===== src/hw/boot_rom.hex =====
// Boot image: one 32-bit word per line, in hex
// Lines are word index 0 to 15
b0000f00
b0010e11
b0020d22
b0030c33
b0040b44
b0050a55
b0060966
b0070877
b0080788
b0090699
b00a05aa
b00b04bb
b00c03cc
b00d02dd
b00e01ee
b00f00ff


===== src/hw/soc_pkg.sv =====
package soc_pkg;

   ////////////////////////////////////////////////////////////////////
   // Bus widths
   ////////////////////////////////////////////////////////////////////
   localparam int ADDR_W = 32;
   localparam int DATA_W = 32;
   localparam int STRB_W = DATA_W / 8;

   typedef logic [ADDR_W-1:0] addr_t;
   typedef logic [DATA_W-1:0] data_t;
   // Any bit set is a write, all clear is a read
   typedef logic [STRB_W-1:0] strb_t;
   typedef logic [1:0]        slave_idx_t;

   typedef struct packed {
      logic  valid;
      addr_t addr;
      data_t wdata;
      strb_t wstrb;
   } bus_req_t;

   typedef struct packed {
      logic  ready;
      data_t rdata;
   } bus_rsp_t;

   ////////////////////////////////////////////////////////////////////
   // Address map
   ////////////////////////////////////////////////////////////////////
   localparam int UNMAPPED_BIT = 31;
   localparam int REGION_MSB   = 30;
   localparam int REGION_LSB   = 29;
   localparam int WORD_LSB     = 2;

   localparam slave_idx_t REGION_BOOT    = 2'd0;
   localparam slave_idx_t REGION_RAM     = 2'd1;
   localparam slave_idx_t REGION_UART    = 2'd2;
   localparam slave_idx_t REGION_SYSCTRL = 2'd3;

   localparam addr_t SOFT_RESET_ADDR = 32'h6fff_fffc;

   // Sixteen words in both ROM and RAM
   localparam int MEM_WORDS_W = 4;
   localparam int MEM_WORDS   = 1 << MEM_WORDS_W;
   typedef logic [MEM_WORDS_W-1:0] word_idx_t;
   localparam string ROM_FILE = "/design/src/hw/boot_rom.hex";

   ////////////////////////////////////////////////////////////////////
   // Timing
   ////////////////////////////////////////////////////////////////////
   localparam int POR_W             = 5;
   localparam int SOFT_RESET_CYCLES = 5;
   localparam int SOFT_CNT_W        = $clog2(SOFT_RESET_CYCLES + 1);
   localparam int BAUD_DIV          = 8;
   localparam int BAUD_W            = $clog2(BAUD_DIV);

   typedef enum logic [1:0] {
      IDLE,
      START,
      DATA,
      STOP
   } uart_state_t;

endpackage


===== src/hw/reset_ctrl.sv =====
`timescale 1ns/1ns

module reset_ctrl (
   input  logic              clk,
   input  logic              reset,
   input  soc_pkg::bus_req_t req,
   output soc_pkg::bus_rsp_t rsp,
   output logic              sys_ready,
   output logic              sys_reset,
   output logic              core_reset,
   output logic              mem_sel
);
   import soc_pkg::*;

   logic [POR_W-1:0]      por_cnt;
   logic [SOFT_CNT_W-1:0] soft_cnt;
   logic                  rsp_ready;
   data_t                 rsp_rdata;
   logic                  start;
   logic                  is_soft;

   ////////////////////////////////////////////////////////////////////
   // Power-on counter
   ////////////////////////////////////////////////////////////////////
   // Stops once the top bit sets
   always_ff @(posedge clk or posedge reset) begin
      if (reset) begin
         por_cnt <= '0;
      end else if (!por_cnt[POR_W-1]) begin
         por_cnt <= por_cnt + 1'b1;
      end
   end

   assign sys_ready = por_cnt[POR_W-1];
   // Slaves stay in reset until the count completes
   assign sys_reset = ~sys_ready;

   ////////////////////////////////////////////////////////////////////
   // System-control slave and soft reset
   ////////////////////////////////////////////////////////////////////
   assign start   = req.valid && !rsp_ready && sys_ready;
   assign is_soft = (req.addr == SOFT_RESET_ADDR);

   always_ff @(posedge clk or posedge reset) begin
      if (reset) begin
         rsp_ready <= 1'b0;
         mem_sel   <= 1'b0;
         soft_cnt  <= '0;
      end else begin
         rsp_ready <= start;
         // Accepted soft-reset access, sticky remap plus core pulse
         if (rsp_ready && req.valid && is_soft) begin
            mem_sel  <= 1'b1;
            soft_cnt <= SOFT_CNT_W'(SOFT_RESET_CYCLES);
         end else if (soft_cnt != '0) begin
            soft_cnt <= soft_cnt - 1'b1;
         end
      end
   end

   // Soft-reset address and writes read back zero
   always_ff @(posedge clk) begin
      if (start) begin
         rsp_rdata <= (is_soft || req.wstrb != '0) ? '0 : data_t'(mem_sel);
      end
   end

   assign core_reset = (soft_cnt != '0);
   assign rsp        = '{ready: rsp_ready, rdata: rsp_rdata};

endmodule


===== src/hw/bus_interconnect.sv =====
`timescale 1ns/1ns

module bus_interconnect (
   input  logic              clk,
   input  logic              reset,
   input  logic              mem_sel,
   input  soc_pkg::bus_req_t m_req,
   input  soc_pkg::bus_rsp_t rom_rsp,
   input  soc_pkg::bus_rsp_t ram_rsp,
   input  soc_pkg::bus_rsp_t uart_rsp,
   input  soc_pkg::bus_rsp_t ctrl_rsp,
   output soc_pkg::bus_rsp_t m_rsp,
   output soc_pkg::bus_req_t rom_req,
   output soc_pkg::bus_req_t ram_req,
   output soc_pkg::bus_req_t uart_req,
   output soc_pkg::bus_req_t ctrl_req
);
   import soc_pkg::*;

   slave_idx_t region;
   logic       unmapped;
   logic       sel_rom;
   logic       sel_ram;
   logic       sel_uart;
   logic       sel_ctrl;
   logic       umap_ready;

   ////////////////////////////////////////////////////////////////////
   // Region decode
   ////////////////////////////////////////////////////////////////////
   assign region   = m_req.addr[REGION_MSB:REGION_LSB];
   assign unmapped = m_req.addr[UNMAPPED_BIT];

   // Region 0 follows the boot remap
   assign sel_rom  = !unmapped && (region == REGION_BOOT) && !mem_sel;
   assign sel_ram  = !unmapped && ((region == REGION_RAM) ||
                                   ((region == REGION_BOOT) && mem_sel));
   assign sel_uart = !unmapped && (region == REGION_UART);
   assign sel_ctrl = !unmapped && (region == REGION_SYSCTRL);

   // Same payload everywhere, only valid is steered
   always_comb begin
      rom_req        = m_req;
      ram_req        = m_req;
      uart_req       = m_req;
      ctrl_req       = m_req;
      rom_req.valid  = m_req.valid && sel_rom;
      ram_req.valid  = m_req.valid && sel_ram;
      uart_req.valid = m_req.valid && sel_uart;
      ctrl_req.valid = m_req.valid && sel_ctrl;
   end

   ////////////////////////////////////////////////////////////////////
   // Unmapped responder
   ////////////////////////////////////////////////////////////////////
   always_ff @(posedge clk or posedge reset) begin
      if (reset) begin
         umap_ready <= 1'b0;
      end else begin
         umap_ready <= m_req.valid && unmapped && !umap_ready;
      end
   end

   // Response back to the master
   always_comb begin
      if (unmapped) begin
         m_rsp = '{ready: umap_ready, rdata: '0};
      end else begin
         case (region)
            REGION_BOOT: m_rsp = mem_sel ? ram_rsp : rom_rsp;
            REGION_RAM:  m_rsp = ram_rsp;
            REGION_UART: m_rsp = uart_rsp;
            default:     m_rsp = ctrl_rsp;
         endcase
      end
   end

endmodule


===== src/hw/boot_rom.sv =====
`timescale 1ns/1ns

module boot_rom (
   input  logic              clk,
   input  logic              reset,
   input  soc_pkg::bus_req_t req,
   output soc_pkg::bus_rsp_t rsp
);
   import soc_pkg::*;

   data_t     rom [MEM_WORDS];
   word_idx_t idx;
   logic      start;
   logic      rsp_ready;
   data_t     rsp_rdata;

   // Boot image
   initial $readmemh(ROM_FILE, rom);

   assign idx   = req.addr[WORD_LSB +: MEM_WORDS_W];
   assign start = req.valid && !rsp_ready;

   always_ff @(posedge clk or posedge reset) begin
      if (reset) begin
         rsp_ready <= 1'b0;
      end else begin
         rsp_ready <= start;
      end
   end

   // Writes acked with zero data, contents untouched
   always_ff @(posedge clk) begin
      if (start) begin
         rsp_rdata <= (req.wstrb != '0) ? '0 : rom[idx];
      end
   end

   assign rsp = '{ready: rsp_ready, rdata: rsp_rdata};

endmodule


===== src/hw/sram.sv =====
`timescale 1ns/1ns

module sram (
   input  logic              clk,
   input  logic              reset,
   input  soc_pkg::bus_req_t req,
   output soc_pkg::bus_rsp_t rsp
);
   import soc_pkg::*;

   data_t     mem [MEM_WORDS];
   word_idx_t idx;
   logic      start;
   logic      is_write;
   logic      rsp_ready;
   data_t     rsp_rdata;

   assign idx      = req.addr[WORD_LSB +: MEM_WORDS_W];
   assign start    = req.valid && !rsp_ready;
   assign is_write = (req.wstrb != '0);

   // One-cycle ack
   always_ff @(posedge clk or posedge reset) begin
      if (reset) begin
         rsp_ready <= 1'b0;
      end else begin
         rsp_ready <= start;
      end
   end

   ////////////////////////////////////////////////////////////////////
   // Storage
   ////////////////////////////////////////////////////////////////////
   // Byte lanes written only where the strobe is set
   always_ff @(posedge clk) begin
      if (start && is_write) begin
         for (int lane = 0; lane < STRB_W; lane++) begin
            if (req.wstrb[lane]) begin
               mem[idx][8*lane +: 8] <= req.wdata[8*lane +: 8];
            end
         end
      end
   end

   // Read data, zero on writes
   always_ff @(posedge clk) begin
      if (start) begin
         rsp_rdata <= is_write ? '0 : mem[idx];
      end
   end

   assign rsp = '{ready: rsp_ready, rdata: rsp_rdata};

endmodule


===== src/hw/uart_tx.sv =====
`timescale 1ns/1ns

module uart_tx (
   input  logic              clk,
   input  logic              reset,
   input  soc_pkg::bus_req_t req,
   output soc_pkg::bus_rsp_t rsp,
   output logic              ser_tx
);
   import soc_pkg::*;

   uart_state_t       state;
   logic [BAUD_W-1:0] baud_cnt;
   logic [2:0]        bit_cnt;
   logic [2:0]        next_bit;
   logic [7:0]        tx_data;
   logic              baud_tick;
   logic              busy;
   logic              is_status;
   logic              is_write;
   logic              data_wr;
   logic              start;
   logic              rsp_ready;
   data_t             rsp_rdata;

   ////////////////////////////////////////////////////////////////////
   // Register interface
   ////////////////////////////////////////////////////////////////////
   // Offset 0 data, offset 4 status
   assign is_status = req.addr[2];
   assign is_write  = (req.wstrb != '0);
   assign data_wr   = is_write && !is_status;
   assign busy      = (state != IDLE);

   // Data writes stall until the frame in flight is done
   assign start = req.valid && !rsp_ready && (!data_wr || !busy);

   always_ff @(posedge clk or posedge reset) begin
      if (reset) begin
         rsp_ready <= 1'b0;
      end else begin
         rsp_ready <= start;
      end
   end

   // Only a status read returns anything
   always_ff @(posedge clk) begin
      if (start) begin
         rsp_rdata <= (is_status && !is_write) ? data_t'(busy) : '0;
      end
   end

   assign rsp = '{ready: rsp_ready, rdata: rsp_rdata};

   ////////////////////////////////////////////////////////////////////
   // Transmit FSM
   ////////////////////////////////////////////////////////////////////
   assign baud_tick = (baud_cnt == BAUD_W'(BAUD_DIV - 1));
   assign next_bit  = bit_cnt + 1'b1;

   always_ff @(posedge clk or posedge reset) begin
      if (reset) begin
         state    <= IDLE;
         baud_cnt <= '0;
         bit_cnt  <= '0;
         ser_tx   <= 1'b1;
      end else begin
         // Free-running bit timer, restarted per frame
         baud_cnt <= baud_tick ? '0 : baud_cnt + 1'b1;
         case (state)
            IDLE: begin
               // Byte taken on the accepting ready edge
               if (rsp_ready && req.valid && data_wr) begin
                  state    <= START;
                  baud_cnt <= '0;
                  ser_tx   <= 1'b0;
               end
            end
            START: begin
               if (baud_tick) begin
                  state   <= DATA;
                  bit_cnt <= '0;
                  ser_tx  <= tx_data[0];
               end
            end
            DATA: begin
               if (baud_tick) begin
                  if (bit_cnt == 3'd7) begin
                     state  <= STOP;
                     ser_tx <= 1'b1;
                  end else begin
                     bit_cnt <= next_bit;
                     ser_tx  <= tx_data[next_bit];
                  end
               end
            end
            default: begin
               // Stop bit, line already high
               if (baud_tick) begin
                  state <= IDLE;
               end
            end
         endcase
      end
   end

   // Frame byte, LSB first
   always_ff @(posedge clk) begin
      if (state == IDLE && rsp_ready && req.valid && data_wr) begin
         tx_data <= req.wdata[7:0];
      end
   end

endmodule


===== src/hw/soc_top.sv =====
`timescale 1ns/1ns

module soc_top (
   input  logic              clk,
   input  logic              reset,
   input  soc_pkg::bus_req_t req,
   output soc_pkg::bus_rsp_t rsp,
   output logic              ser_tx,
   output logic              sys_ready,
   output logic              core_reset,
   output logic              mem_sel
);
   import soc_pkg::*;

   logic     sys_reset;
   bus_req_t rom_req;
   bus_req_t ram_req;
   bus_req_t uart_req;
   bus_req_t ctrl_req;
   bus_rsp_t rom_rsp;
   bus_rsp_t ram_rsp;
   bus_rsp_t uart_rsp;
   bus_rsp_t ctrl_rsp;

   ////////////////////////////////////////////////////////////////////
   // Reset and system control
   ////////////////////////////////////////////////////////////////////
   reset_ctrl u_reset_ctrl (
      .clk        (clk),
      .reset      (reset),
      .req        (ctrl_req),
      .rsp        (ctrl_rsp),
      .sys_ready  (sys_ready),
      .sys_reset  (sys_reset),
      .core_reset (core_reset),
      .mem_sel    (mem_sel)
   );

   // Held with the slaves until power-on completes
   bus_interconnect u_bus_interconnect (
      .clk      (clk),
      .reset    (sys_reset),
      .mem_sel  (mem_sel),
      .m_req    (req),
      .rom_rsp  (rom_rsp),
      .ram_rsp  (ram_rsp),
      .uart_rsp (uart_rsp),
      .ctrl_rsp (ctrl_rsp),
      .m_rsp    (rsp),
      .rom_req  (rom_req),
      .ram_req  (ram_req),
      .uart_req (uart_req),
      .ctrl_req (ctrl_req)
   );

   ////////////////////////////////////////////////////////////////////
   // Slaves
   ////////////////////////////////////////////////////////////////////
   boot_rom u_boot_rom (
      .clk   (clk),
      .reset (sys_reset),
      .req   (rom_req),
      .rsp   (rom_rsp)
   );

   sram u_sram (
      .clk   (clk),
      .reset (sys_reset),
      .req   (ram_req),
      .rsp   (ram_rsp)
   );

   uart_tx u_uart_tx (
      .clk    (clk),
      .reset  (sys_reset),
      .req    (uart_req),
      .rsp    (uart_rsp),
      .ser_tx (ser_tx)
   );

endmodule


===== config.mk =====
export PLATFORM = sky130hd
export DESIGN_NAME = soc_top
export DESIGN_NICKNAME = d
export VERILOG_FILES = /design/src/hw/soc_pkg.sv /design/src/hw/reset_ctrl.sv /design/src/hw/bus_interconnect.sv /design/src/hw/boot_rom.sv /design/src/hw/sram.sv /design/src/hw/uart_tx.sv /design/src/hw/soc_top.sv
export SDC_FILE = /design/constraint.sdc
export NUM_CORES = 1
export LEC_CHECK = 0
export BUFFER_PORTS_ARGS = -buffer_cell sky130_fd_sc_hd__buf_2
export CELL_PAD_IN_SITES_DETAIL_PLACEMENT = 1
export CELL_PAD_IN_SITES_GLOBAL_PLACEMENT = 1
export CORE_AREA = 2 2 237 239
export DETAILED_ROUTE_END_ITERATION = 12
export DIE_AREA = 0 0 239 241
export GPL_ROUTABILITY_DRIVEN = 1
export PLACE_DENSITY = 0.67
export RECOVER_POWER = 25
export SLEW_MARGIN = 30
export SYNTH_ARGS = -nofsm -noshare
export SYNTH_HDL_FRONTEND = slang
export SYNTH_SLANG_ARGS = --single-unit

===== constraint.sdc =====
create_clock -name clk -period 2.53 [get_ports clk]
set_input_delay 0.506 -clock clk [delete_from_list [all_inputs] [get_ports clk]]
set_output_delay 0.506 -clock clk [all_outputs]
set_load 0.005 [all_outputs]

==> results of run 1 <==
[state kept, by name (all words and copies together), names as in the netlist, 2 cells and up]
name and count:
u_uart_tx.bit_cnt 3, u_uart_tx.tx_data 8, u_sram.mem 512, u_reset_ctrl.por_cnt 5, u_uart_tx.state 2, u_reset_ctrl.soft_cnt 3
u_uart_tx.baud_cnt 3, u_sram.rsp_rdata 32
[worst paths after layout]
check	to	startpoint	slack [ns]	cells past startpoint
worst max register to register	u_uart_tx.state[1]	u_uart_tx.state[0]	0.21	6
worst max-delay path	rsp[25]	u_reset_ctrl.mem_sel	0.08	6
max in group asynchronous	u_reset_ctrl.mem_sel	reset	1.74	3
worst min register to register	u_bus_interconnect.umap_ready	u_reset_ctrl.por_cnt[4]	0.13	0
min in group clk	u_bus_interconnect.umap_ready	req[68]	0.17	3
worst min-delay path	u_bus_interconnect.umap_ready	u_reset_ctrl.por_cnt[4]	0.13	0
[synth_stat cells, drive strengths merged, types with 4 or more instances]
library cell  instances  area (sq um)
and2                 32           200
buf                  37           270
clkbuf               17          63.8
dfrtp                22           551
edfxtp              554         16600
ha                   10           125
inv                   9          33.8
mux2i                66           661
mux4                130          3160
nand2                29           109
nand2b                6          45.0
nand3                 7          35.0
nand4                 5          37.5
nand4b                5          43.8
nor2                 72           270
nor2b                 6          37.5
nor3                  5          25.0
nor4                  5          76.3
o21ai                 7          35.0
o22ai                33           206
xnor2                 4          35.0
[routing by layer]
metal  vias to the layer above  global-route usage  wire length, um
li1                       4956                   -                -
met1                      6008               0.258            23000
met2                       244               0.321            26800
met3                        81              0.0252             2000
met4                         0              0.0564             1290
met5                         -                   0                0
[where the power goes]
group          leakage (nW)  internal (mW)  switching (mW)  total, mW
registers              5.35           10.5          0.0446       10.6
clock network         0.856           4.54            3.48       8.02
logic                  3.03          0.526           0.711       1.24
total                  9.24           15.6            4.23       19.8
[area by class of cell]
cell class | instances | area [sq um]
Inverter | 9 | 33.8
Fill cell | 4929 | 27900
Timing Repair Buffer | 216 | 1580
Clock inverter | 32 | 225
Antenna cell | 1 | 2.50
Sequential cell | 577 | 17200
Multi-Input combinational cell | 446 | 5490
Clock buffer | 72 | 1530
Tap cell | 704 | 881
[cells by family after synthesis]
kind of cell | share of synthesized area
and+or+nand+nor | 0.0406
adders and majority gates | 0.00547
xor gates and xnor gates | 0.00153
buffers and inverters | 0.0161
AOI/OAI and AO/OA | 0.0158
DFF | 0.752
muxes | 0.168
[critical path: stages (launching register included)]
cell and delay [ns]:
dfrtp_2 0.43, nor2_4 0.15, nor3_4 0.05, buf_12 0.14, bufbuf_16 0.28, and2_1 0.16, buf_2 0.12
[stage by stage]
step                       util  std cells  power [mW]  setup TNS, ns
after floorplan               -       1086        11.5        -345.52
final                     0.491       2057        19.8              0
after detailed placement  0.458       1947        12.0              0
after global routing      0.491       2057        20.5              0
after global placement    0.458       1947        12.0              0
after CTS                 0.491       2055        20.0              0
[timing repair]
item                                   CTS  global route
gates cloned                             1             0
gates resized for setup                  4             0
hold buffers                             1             0
endpoints found under the hold margin   10             0
setup buffers                            2             1
setup endpoints to repair               27            15
pin swaps                                2             2
==> out/results.tsv, run 1 <==
stage	metric	value	unit
status	outcome	completed	
grt	antenna_found_initial	1	
timing	hold_violations	0	
timing	holdWs	0.127	ns
cells_and_area	mostFrequentLayoutCell	edfxtp_1	
floorplan	start_util	0.417	
timing	maxSlewViolCount	0	
yosys	synthCells	1086	
yosys	async_reset_ff_frac	0.0399	
detailed_routing	drc_errors	0	
detailed_routing	viasPerCell	5.49	
timing	maxSlewHeadroom	0.443	
setup_path	startpoint_type	flip-flop	
cells_and_area	area_growth	17.8	%
timing	rsz0062_at_grt	false	
grt	grt_max_degree	43	
yosys	synth_cell_types	46	
hold_path	hp-class	reg -> async	
floorplan	die_h	241	um
grt	grt_pass1_wl	79.9	mm
placement	gp_congestion	0.753	
cells_and_area	nets	1388	
timing	tightest_slew	0.829	ns
floorplan	ioPinCount	108	
power_and_ir_drop	p_per_area	736	nW/um^2
yosys	ys_ff_latch	577	
detailed_routing	vias	11300	
cells_and_area	most-common-layout-cells	edfxtp_1 (554), buf_4 (92), buf_2 (84)	
yosys	synth_edf_count	554	
yosys	ys_seq_area_frac	0.752	
placement	portBuffers	107	
placement	place_area	25100	sq um
setup_path	critPathKind	reg -> out	
yosys	synth-main-ff-cell	edfxtp_1	
power_and_ir_drop	ir_drop	0.495	mV
timing	skew	0.0159	ns
clocking	clock_path_buffers	3	
yosys	yosys_warnings	0	
clocking	cts_root_buf	clkbuf_16	
setup_path	crit_fanout	15	
yosys	avgSynthCellArea	21.1	sq um
clocking	clk_pin_slew_worst_paths	0.06	ns
setup_path	crit_arrival	1.95	ns
timing	fin_crit_sh	0.970	
flow_run	maxCapViolCount	0	
setup_path	cp-end-kind	output port	
floorplan	core_area	54900	sq um
placement	place_ws	0.0615	ns
timing	min_period	2.45	ns
floorplan	num_rows	86	
detailed_routing	firstDrtPassIters	5	
timing	clock.fmax	408	MHz
timing	setup_ws	0.0764	ns
timing	setup_viol	0	
floorplan	die_w	239	um
grt	grt_pass1_vias	12300	
yosys	synth_area	22900	sq um
clocking	clkSinkCount	577	
placement	dp_hpwl	34.7	mm
detailed_routing	drt-total-wl	53.1	mm
detailed_routing	wl_per_cell	25.8	um
clocking	cts.htree.levels	2	
detailed_routing	initialDrtViolationCount	917	
setup_path	critical_path_required	2.02	ns
floorplan	dieArea	57600	sq um
cells_and_area	drive_above_1_share	0.291	
power_and_ir_drop	p_leak	9.24	nW
detailed_routing	ant_nets	0	
cells_and_area	fin_area	27000	sq um
clocking	clk-insertion-delay-late	0.60	ns
grt	grt_overflow	0	
grt	grt_usage	0.189	
clocking	cts_made_buffers	57	
yosys	syn-num-nets	1167	
clocking	cts_tree	done	
(Power assumes the default switching activity.)
==> run 2: changes to the inputs <==
Clock period 2.53 ns to 3.09 ns, I/O delays scaled along.
==> run 2 against run 1 <==
Die area is the same. Cell count decreased by 1.4%. Clock power is 16% lower. Largest cell class unchanged. Highest routed layer is now met5. First-iteration DRC count increased by 17%. Count of clock-buffer cells in the layout unchanged.
==> out/results.tsv, run 2 (synthesis gave the netlist of run 1 again) <==
stage	metric	value	unit	change
clocking	cts_root_buf	clkbuf_16		
timing	setup_viol	0		unchanged
grt	top_usage_layer	met2		
floorplan	num_rows	86		unchanged
setup_path	cp-end-kind	output port		
detailed_routing	ant_nets	0		unchanged
setup_path	r2r_start	u_reset_ctrl.mem_sel		
cells_and_area	most-common-layout-cells	edfxtp_1 (554), buf_2 (82), buf_4 (77)		
setup_path	critPathKind	reg -> out		
detailed_routing	viasPerCell	5.53		+0.74%
cells_and_area	largest_reg_flops	512		unchanged
hold_path	whs_path_depth	3		
hold_path	whs_endpoint	u_bus_interconnect.umap_ready		
placement	gp_congestion	0.735		-2.5%
floorplan	ioPinCount	108		unchanged
grt	grt_usage	0.188		-0.00121
cells_and_area	area_growth	16.3	%	
grt	grt_overflow	0		unchanged
placement	place_area	24800	sq um	-1.2%
power_and_ir_drop	ir_drop	0.416	mV	-16%
timing	min_period	2.76	ns	
timing	rsz0062_at_grt	false		
timing	hold_violations	0		unchanged
timing	maxSlewHeadroom	0.503		+0.0601
clocking	post_cts_buffers	0		-2
grt	grt_pass1_vias	11800		-3.9%
cells_and_area	largestRegisters	u_sram.mem: 512 flops, u_sram.rsp_rdata: 32 flops, u_uart_tx.tx_data: 8 flops		
grt	antenna_found_initial	3		+2
detailed_routing	firstDrtPassIters	5		unchanged
cells_and_area	fin_area	26600	sq um	-1.2%
clocking	clk-insertion-delay-late	0.59	ns	about the same
status	outcome	completed		
detailed_routing	initialDrtViolationCount	1076		+17%
setup_path	worstRegToRegCells	5		-1
floorplan	die_w	239	um	unchanged
clocking	cts.htree.levels	2		unchanged
grt	grt_pass1_wl	78.6	mm	-1.5%
clocking	cts_tree	done		
flow_run	maxCapViolCount	0		unchanged
cells_and_area	fill_cells	5044		+2.3%
hold_path	hp-start	req[68]		
power_and_ir_drop	p_leak	9.09	nW	-1.6%
hold_path	hp-class	in -> reg		
cells_and_area	top_register	u_sram.mem		
timing	clock.fmax	363	MHz	
placement	portBuffers	107		unchanged
timing	skew	0.0103	ns	-0.00556 ns
setup_path	crit_arrival	2.14	ns	+0.19 ns
floorplan	die_h	241	um	unchanged
setup_path	crit_fanout	31		+16
timing	maxSlewViolCount	0		unchanged
setup_path	r2r-end	u_sram.mem[7][20]		
cells_and_area	fin_util	0.485		-0.00595
detailed_routing	drc_errors	0		unchanged
placement	dp_hpwl	33.1	mm	-4.6%
floorplan	dieArea	57600	sq um	unchanged
timing	tightest_slew	0.745	ns	-0.0839 ns
clocking	cts_made_buffers	56		-1.8%
clocking	clock_path_buffers	3		unchanged
power_and_ir_drop	p_per_area	614	nW/um^2	-17%
clocking	clkSinkCount	577		unchanged
cells_and_area	drive_above_1_share	0.279		-0.0112
timing	fin_crit_sh	0.892		
cells_and_area	nets	1360		-2.0%
detailed_routing	drt-total-wl	53.0	mm	-0.12%
grt	use_met1	0.255		-0.00269
setup_path	startpoint_type	flip-flop		
clocking	clk_pin_slew_worst_paths	0.06	ns	about the same
floorplan	start_util	0.417		unchanged
detailed_routing	vias	11200		-0.63%
grt	grt_max_degree	61		+42%
cells_and_area	mostFrequentLayoutCell	edfxtp_1		
setup_path	r2r_slack	0.68	ns	+0.47 ns
grt	grtUsageMet2	0.315		-0.00581
floorplan	core_area	54900	sq um	unchanged
setup_path	critical_path_required	2.47	ns	+0.45 ns
grt	grt_use_met3	0.0349		+0.00972
detailed_routing	wl_per_cell	26.1	um	+1.3%
## run 2: cell count changes in the layout (fill, tap and decap cells not counted), moves of 2 or more
cell,change
buf_12,-11
buf_2,-2
buf_4,-15
bufinv_16,+2
clkbuf_16,-2
clkbuf_8,+4
clkinv_1,-7
clkinv_2,+4
clkinvlp_4,-2
## run 2: layout make-up
type                       count  area, sq um  share of cell area
multi-input combinational    446         5470               0.206
tap                          704          881              0.0331
timing repair buffer         189         1210              0.0456
inverter                       9         33.8             0.00127
antenna                        1         2.50           0.0000940
clock buffer                  72         1520              0.0572
sequential                   577        17200               0.646
clock inverter                31          284              0.0107
## run 2: routing by layer
| metal | wire (um) | part of all wire |
|---|---|---|
| met1 | 22900 | 0.43 |
| met2 | 26500 | 0.50 |
| met4 | 1110 | 0.021 |
| met5 | 25 | 0.00047 |
| met3 | 2450 | 0.046 |
## run 2: repair_timing
action	CTS	global route
resized for setup	0	0
setup endpoints to repair	0	0
endpoints found under the hold margin	10	0
hold buffers	1	0
## run 2: worst max-delay path by stage
| stage | slack, ns | from | depth (start not counted) | endpoint |
|---|---|---|---|---|
| after floorplan | -0.27 | req[67] | 5 | u_sram.mem[7][0] |
| after global placement | 0.29 | req[41] | 5 | u_sram.mem[13][9] |
| after detailed placement | 0.23 | req[41] | 5 | u_sram.mem[13][27] |
| after CTS | 0.21 | u_reset_ctrl.mem_sel | 5 | rsp[30] |
| after global routing | 0.12 | u_reset_ctrl.mem_sel | 5 | rsp[30] |
| final | 0.33 | u_reset_ctrl.mem_sel | 5 | rsp[30] |
## run 2: worst max-delay path, cell delays in order, from the launching register on
cell,delay (ns)
dfrtp_1,0.45
nor2_1,0.35
nor3_2,0.06
buf_4,0.26
and2_1,0.27
buf_2,0.14
## run 2: metrics by stage
| step | worst slack (ns) | hold slack [ns] | std cells | total power, mW | TNS (ns) |
|---|---|---|---|---|---|
| 2_1_floorplan | -0.274 | 0.232 | 1086 | 9.43 | -116.14 |
| 3_3_place_gp | 0.288 | 0.317 | 1924 | 9.75 | 0 |
| 3_5_place_dp | 0.229 | 0.322 | 1924 | 9.78 | 0 |
| 4_1_cts | 0.212 | 0.252 | 2028 | 16.5 | 0 |
| 5_1_grt | 0.119 | 0.271 | 2029 | 16.9 | 0 |
| 6_report | 0.334 | 0.291 | 2029 | 16.4 | 0 |
## run 2: report_power, final
part | internal, mW | total [mW] | switching [mW]
registers | 8.63 | 8.66 | 0.0338
logic | 0.398 | 0.943 | 0.545
clock network | 3.89 | 6.75 | 2.86
==> run 3: changes to the inputs <==
Settings changed: ABC_AREA from default to 1, CORE_AREA 2 2 237 239 to 2 2 236 238, DIE_AREA 0 0 239 241 to 0 0 238 240, PLACE_DENSITY 0.67 to 0.71, RECOVER_POWER 25 to default.
==> run 3 against run 2 <==
Setup slack better by 0.054 ns. Wire length is 16% higher. Global-route usage is 3.1 points higher. Hold slack worse by 0.15 ns. Non-clock buffer count is 1 higher. Area after synthesis is 0.65% lower. Critical path type unchanged.
==> out/results.tsv, run 3 <==
stage	metric	value	unit	change
timing	maxSlewViolCount	0		unchanged
clocking	cts.repair.resized	0		unchanged
yosys	synth_edf_count	554		unchanged
grt	grt_overflow	0		unchanged
floorplan	ioPinCount	108		unchanged
placement	dp_hpwl	39.3	mm	+19%
setup_path	startpoint_type	flip-flop		
detailed_routing	viasPerCell	5.30		-4.1%
cells_and_area	nets	2126		+56%
yosys	synth-simple-area-share	0.203		+0.163
floorplan	core_area	54700	sq um	-0.39%
detailed_routing	initialDrtViolationCount	965		-10%
setup_path	cp_cell_sequence	inv_2, a21oi_2, nand2_2, buf_4, nor2_1, buf_2		
grt	grt_pass1_vias	15900		+35%
cells_and_area	largestRegisters	u_sram.mem: 512 flops, u_sram.rsp_rdata: 32 flops, u_uart_tx.tx_data: 8 flops		
detailed_routing	vias	14800		+32%
cells_and_area	most-common-layout-cells	nand2_1 (766), edfxtp_1 (554), nand4_1 (134)		
setup_path	crit_fanout	31		unchanged
timing	maxSlewHeadroom	0.578		+0.0751
floorplan	start_util	0.416		-0.00108
power_and_ir_drop	p_leak	9.72	nW	+7.0%
setup_path	crit_arrival	2.08	ns	-0.06 ns
setup_path	critPathKind	reg -> out		
yosys	ys_ff_latch	577		unchanged
power_and_ir_drop	seqPwrFrac	0.510		-0.020
setup_path	r2r-end	u_sram.mem[8][20]		
flow_run	maxCapViolCount	0		unchanged
status	outcome	completed		
floorplan	die_h	240	um	-0.41%
power_and_ir_drop	p_per_area	639	nW/um^2	+4.1%
cells_and_area	area_growth	16.9	%	
yosys	ys_top_cells_by_area	edfxtp_1 (73%), nand2_1 (13%), nand4_1 (3.7%)		
yosys	synth-main-ff-cell	edfxtp_1		
power_and_ir_drop	ir_drop	0.680	mV	+64%
cells_and_area	mostFrequentLayoutCell	nand2_1		
timing	fin_crit_sh	0.875		-0.0173
placement	place_area	24600	sq um	-0.99%
detailed_routing	ant_nets	0		unchanged
yosys	synth_cell_types	32		-30%
floorplan	die_w	238	um	-0.42%
power_and_ir_drop	p_total	17.0	mW	+3.9%
timing	skew	0.0298	ns	+0.0195 ns
timing	hold_violations	0		unchanged
yosys	synth-xor-area-share	0.00116		-0.000375
setup_path	crit_path_top_delay_cell	buf_4		
cells_and_area	fin_area	26600	sq um	-0.15%
detailed_routing	drc_errors	0		unchanged
power_and_ir_drop	power.internal	13.2	mW	+2.4%
cells_and_area	top_register	u_sram.mem		
setup_path	worstRegToRegCells	7		+2
cells_and_area	largest_reg_flops	512		unchanged
clocking	clock_path_buffers	3		unchanged
clocking	cts_tree	done		
yosys	yosys_warnings	0		unchanged
yosys	avgSynthCellArea	12.1	sq um	-42%
clocking	cts.htree.levels	2		unchanged
yosys	synthCells	1873		+72%
yosys	synth_compound_area_frac	0.00512		-0.0107
yosys	syn-num-nets	1954		+67%
setup_path	slowest_delay	0.46	ns	about the same
hold_path	hp-class	reg -> async		
timing	clock.fmax	370	MHz	+2.0%
timing	tightest_slew	0.633	ns	-0.113 ns
timing	min_period	2.70	ns	-0.0535 ns
clocking	clk-insertion-delay-late	0.63	ns	+0.04 ns
timing	setup_ws	0.388	ns	+0.0535 ns
detailed_routing	firstDrtPassIters	5		unchanged
setup_path	r2r_start	u_reset_ctrl.mem_sel		
power_and_ir_drop	p_switching	3.77	mW	+9.6%
setup_path	critical_path_required	2.47	ns	about the same
floorplan	num_rows	86		unchanged
clocking	clkSinkCount	577		unchanged
power_and_ir_drop	pwr-share-comb	0.060		+0.002
floorplan	dieArea	57100	sq um	-0.83%
yosys	synth_top_area_share	0.732		+0.00476
power_and_ir_drop	p_clk_frac	0.430		+0.017
yosys	synth_area	22700	sq um	-0.65%
setup_path	cp-end-kind	output port		
yosys	post-synth-top-count-cell	nand2_1		
yosys	muxShareOfSynthArea	0.000440		-0.168
yosys	yosysTopAreaCell	edfxtp_1		
grt	grt_pass1_wl	94.3	mm	+20%
placement	portBuffers	107		unchanged
yosys	synthAdderAreaFrac	0.00550		+0.0000358
placement	gp_congestion	0.790		+7.5%
grt	antenna_found_initial	0		-3
timing	tns	0	ns	unchanged
yosys	synth_top_family_by_area	simple AND/OR/NAND/NOR gates		
cells_and_area	drive_above_1_share	0.161		-0.119
setup_path	r2r_slack	0.81	ns	+0.13 ns
clocking	cts_root_buf	clkbuf_16		
timing	setup_viol	0		unchanged
yosys	synth_common_cells	nand2_1 (767), edfxtp_1 (554), nor2_1 (176)		
grt	grt_max_degree	87		+43%
clocking	cts_made_buffers	60		+7.1%
detailed_routing	wl_per_cell	21.9	um	-16%
placement	place_ws	0.469	ns	+0.241 ns
power_and_ir_drop	netSwitchingFraction	0.222		+0.0114
clocking	clk_pin_slew_worst_paths	0.06	ns	about the same
timing	rsz0062_at_grt	false		
yosys	ys_seq_area_frac	0.757		+0.00492
grt	grt_usage	0.219		+0.0306
detailed_routing	drt-total-wl	61.4	mm	+16%
cells_and_area	antenna_cells	0		-1
yosys	async_reset_ff_frac	0.0399		unchanged
==> run 3: changes by cell type after synthesis, moves of 10 or more <==
cell	previous run	this run
nand2_1	29	767
nand4_1	4	134
nor2_1	72	176
mux4_2	68	0
mux2i_1	66	1
mux4_1	62	0
inv_1	9	66
o22ai_1	33	0
and2_1	32	0
clkbuf_1	17	46
buf_2	18	28
==> run 3: through the flow <==
| step | hold slack [ns] | cells | utilization |
|---|---|---|---|
| 2_1_floorplan | 0.219 | 1873 | - |
| 3_3_place_gp | 0.146 | 2686 | 0.450 |
| 3_5_place_dp | 0.154 | 2686 | 0.450 |
| 4_1_cts | 0.156 | 2798 | 0.486 |
| 5_1_grt | 0.178 | 2798 | 0.486 |
| 6_report | 0.140 | 2798 | 0.486 |
==> run 3: repair_timing <==
action / 4_1_cts / 5_1_grt
hold buffers: 1 / 0
setup buffers: 0 / 0
hold endpoints to repair: 10 / 0
==> run 3: metal layers <==
metal | vias to the layer above | global-route usage | routed length [um]
met5 | - | 0 | 0
met4 | 0 | 0.0640 | 1400
li1 | 6782 | - | -
met1 | 7507 | 0.288 | 26300
met3 | 108 | 0.0340 | 3480
met2 | 432 | 0.378 | 30200
==> run 3: final cells by class <==
type / count / area, sq um
multi-input combinational: 1146 / 5040
clock inverter: 38 / 397
sequential: 577 / 17200
tap: 704 / 881
fill: 5677 / 28100
timing repair buffer: 190 / 1200
inverter: 70 / 265
clock buffer: 73 / 1590
==> run 3: worst max-delay path: cells and delay by family, from the launching register on <==
kind                   cells  cell delay [ns]
buffers and inverters      3             0.73
AND/OR/NAND/NOR            2             0.24
AO/OA/AOI/OAI              1             0.07
flip-flops                 1             0.43
==> run 3: kinds of logic after synthesis <==
logic type / count (synthesis)
mux: 1
fa+ha+maj: 10
flops: 577
xor+xnor: 3
compound gates: 21
simple gates: 1111
buf+inv: 150
==> run 3: power by group through the flow <==
stage	Clock (mW)	Combinational (mW)	Sequential (mW)
floorplan	0	0.543	8.83
global placement	0	0.973	8.84
detailed placement	0	1.02	8.84
CTS	7.44	1.03	8.68
global route	7.72	1.14	8.68
finish	7.31	1.01	8.68
==> run 3: how the worst max path moves through the flow <==
stage                               startpoint           endpoint  slack (ns)  cells after the start
final                     u_reset_ctrl.mem_sel            rsp[23]        0.39                      6
after global routing      u_reset_ctrl.mem_sel            rsp[23]        0.28                      6
after CTS                 u_reset_ctrl.mem_sel            rsp[23]        0.33                      6
after detailed placement               req[65]  u_sram.mem[8][16]        0.47                      8
after global placement                 req[65]   u_sram.mem[6][1]        0.54                      8
after floorplan                        req[66]   u_sram.mem[0][0]       -0.09                      6
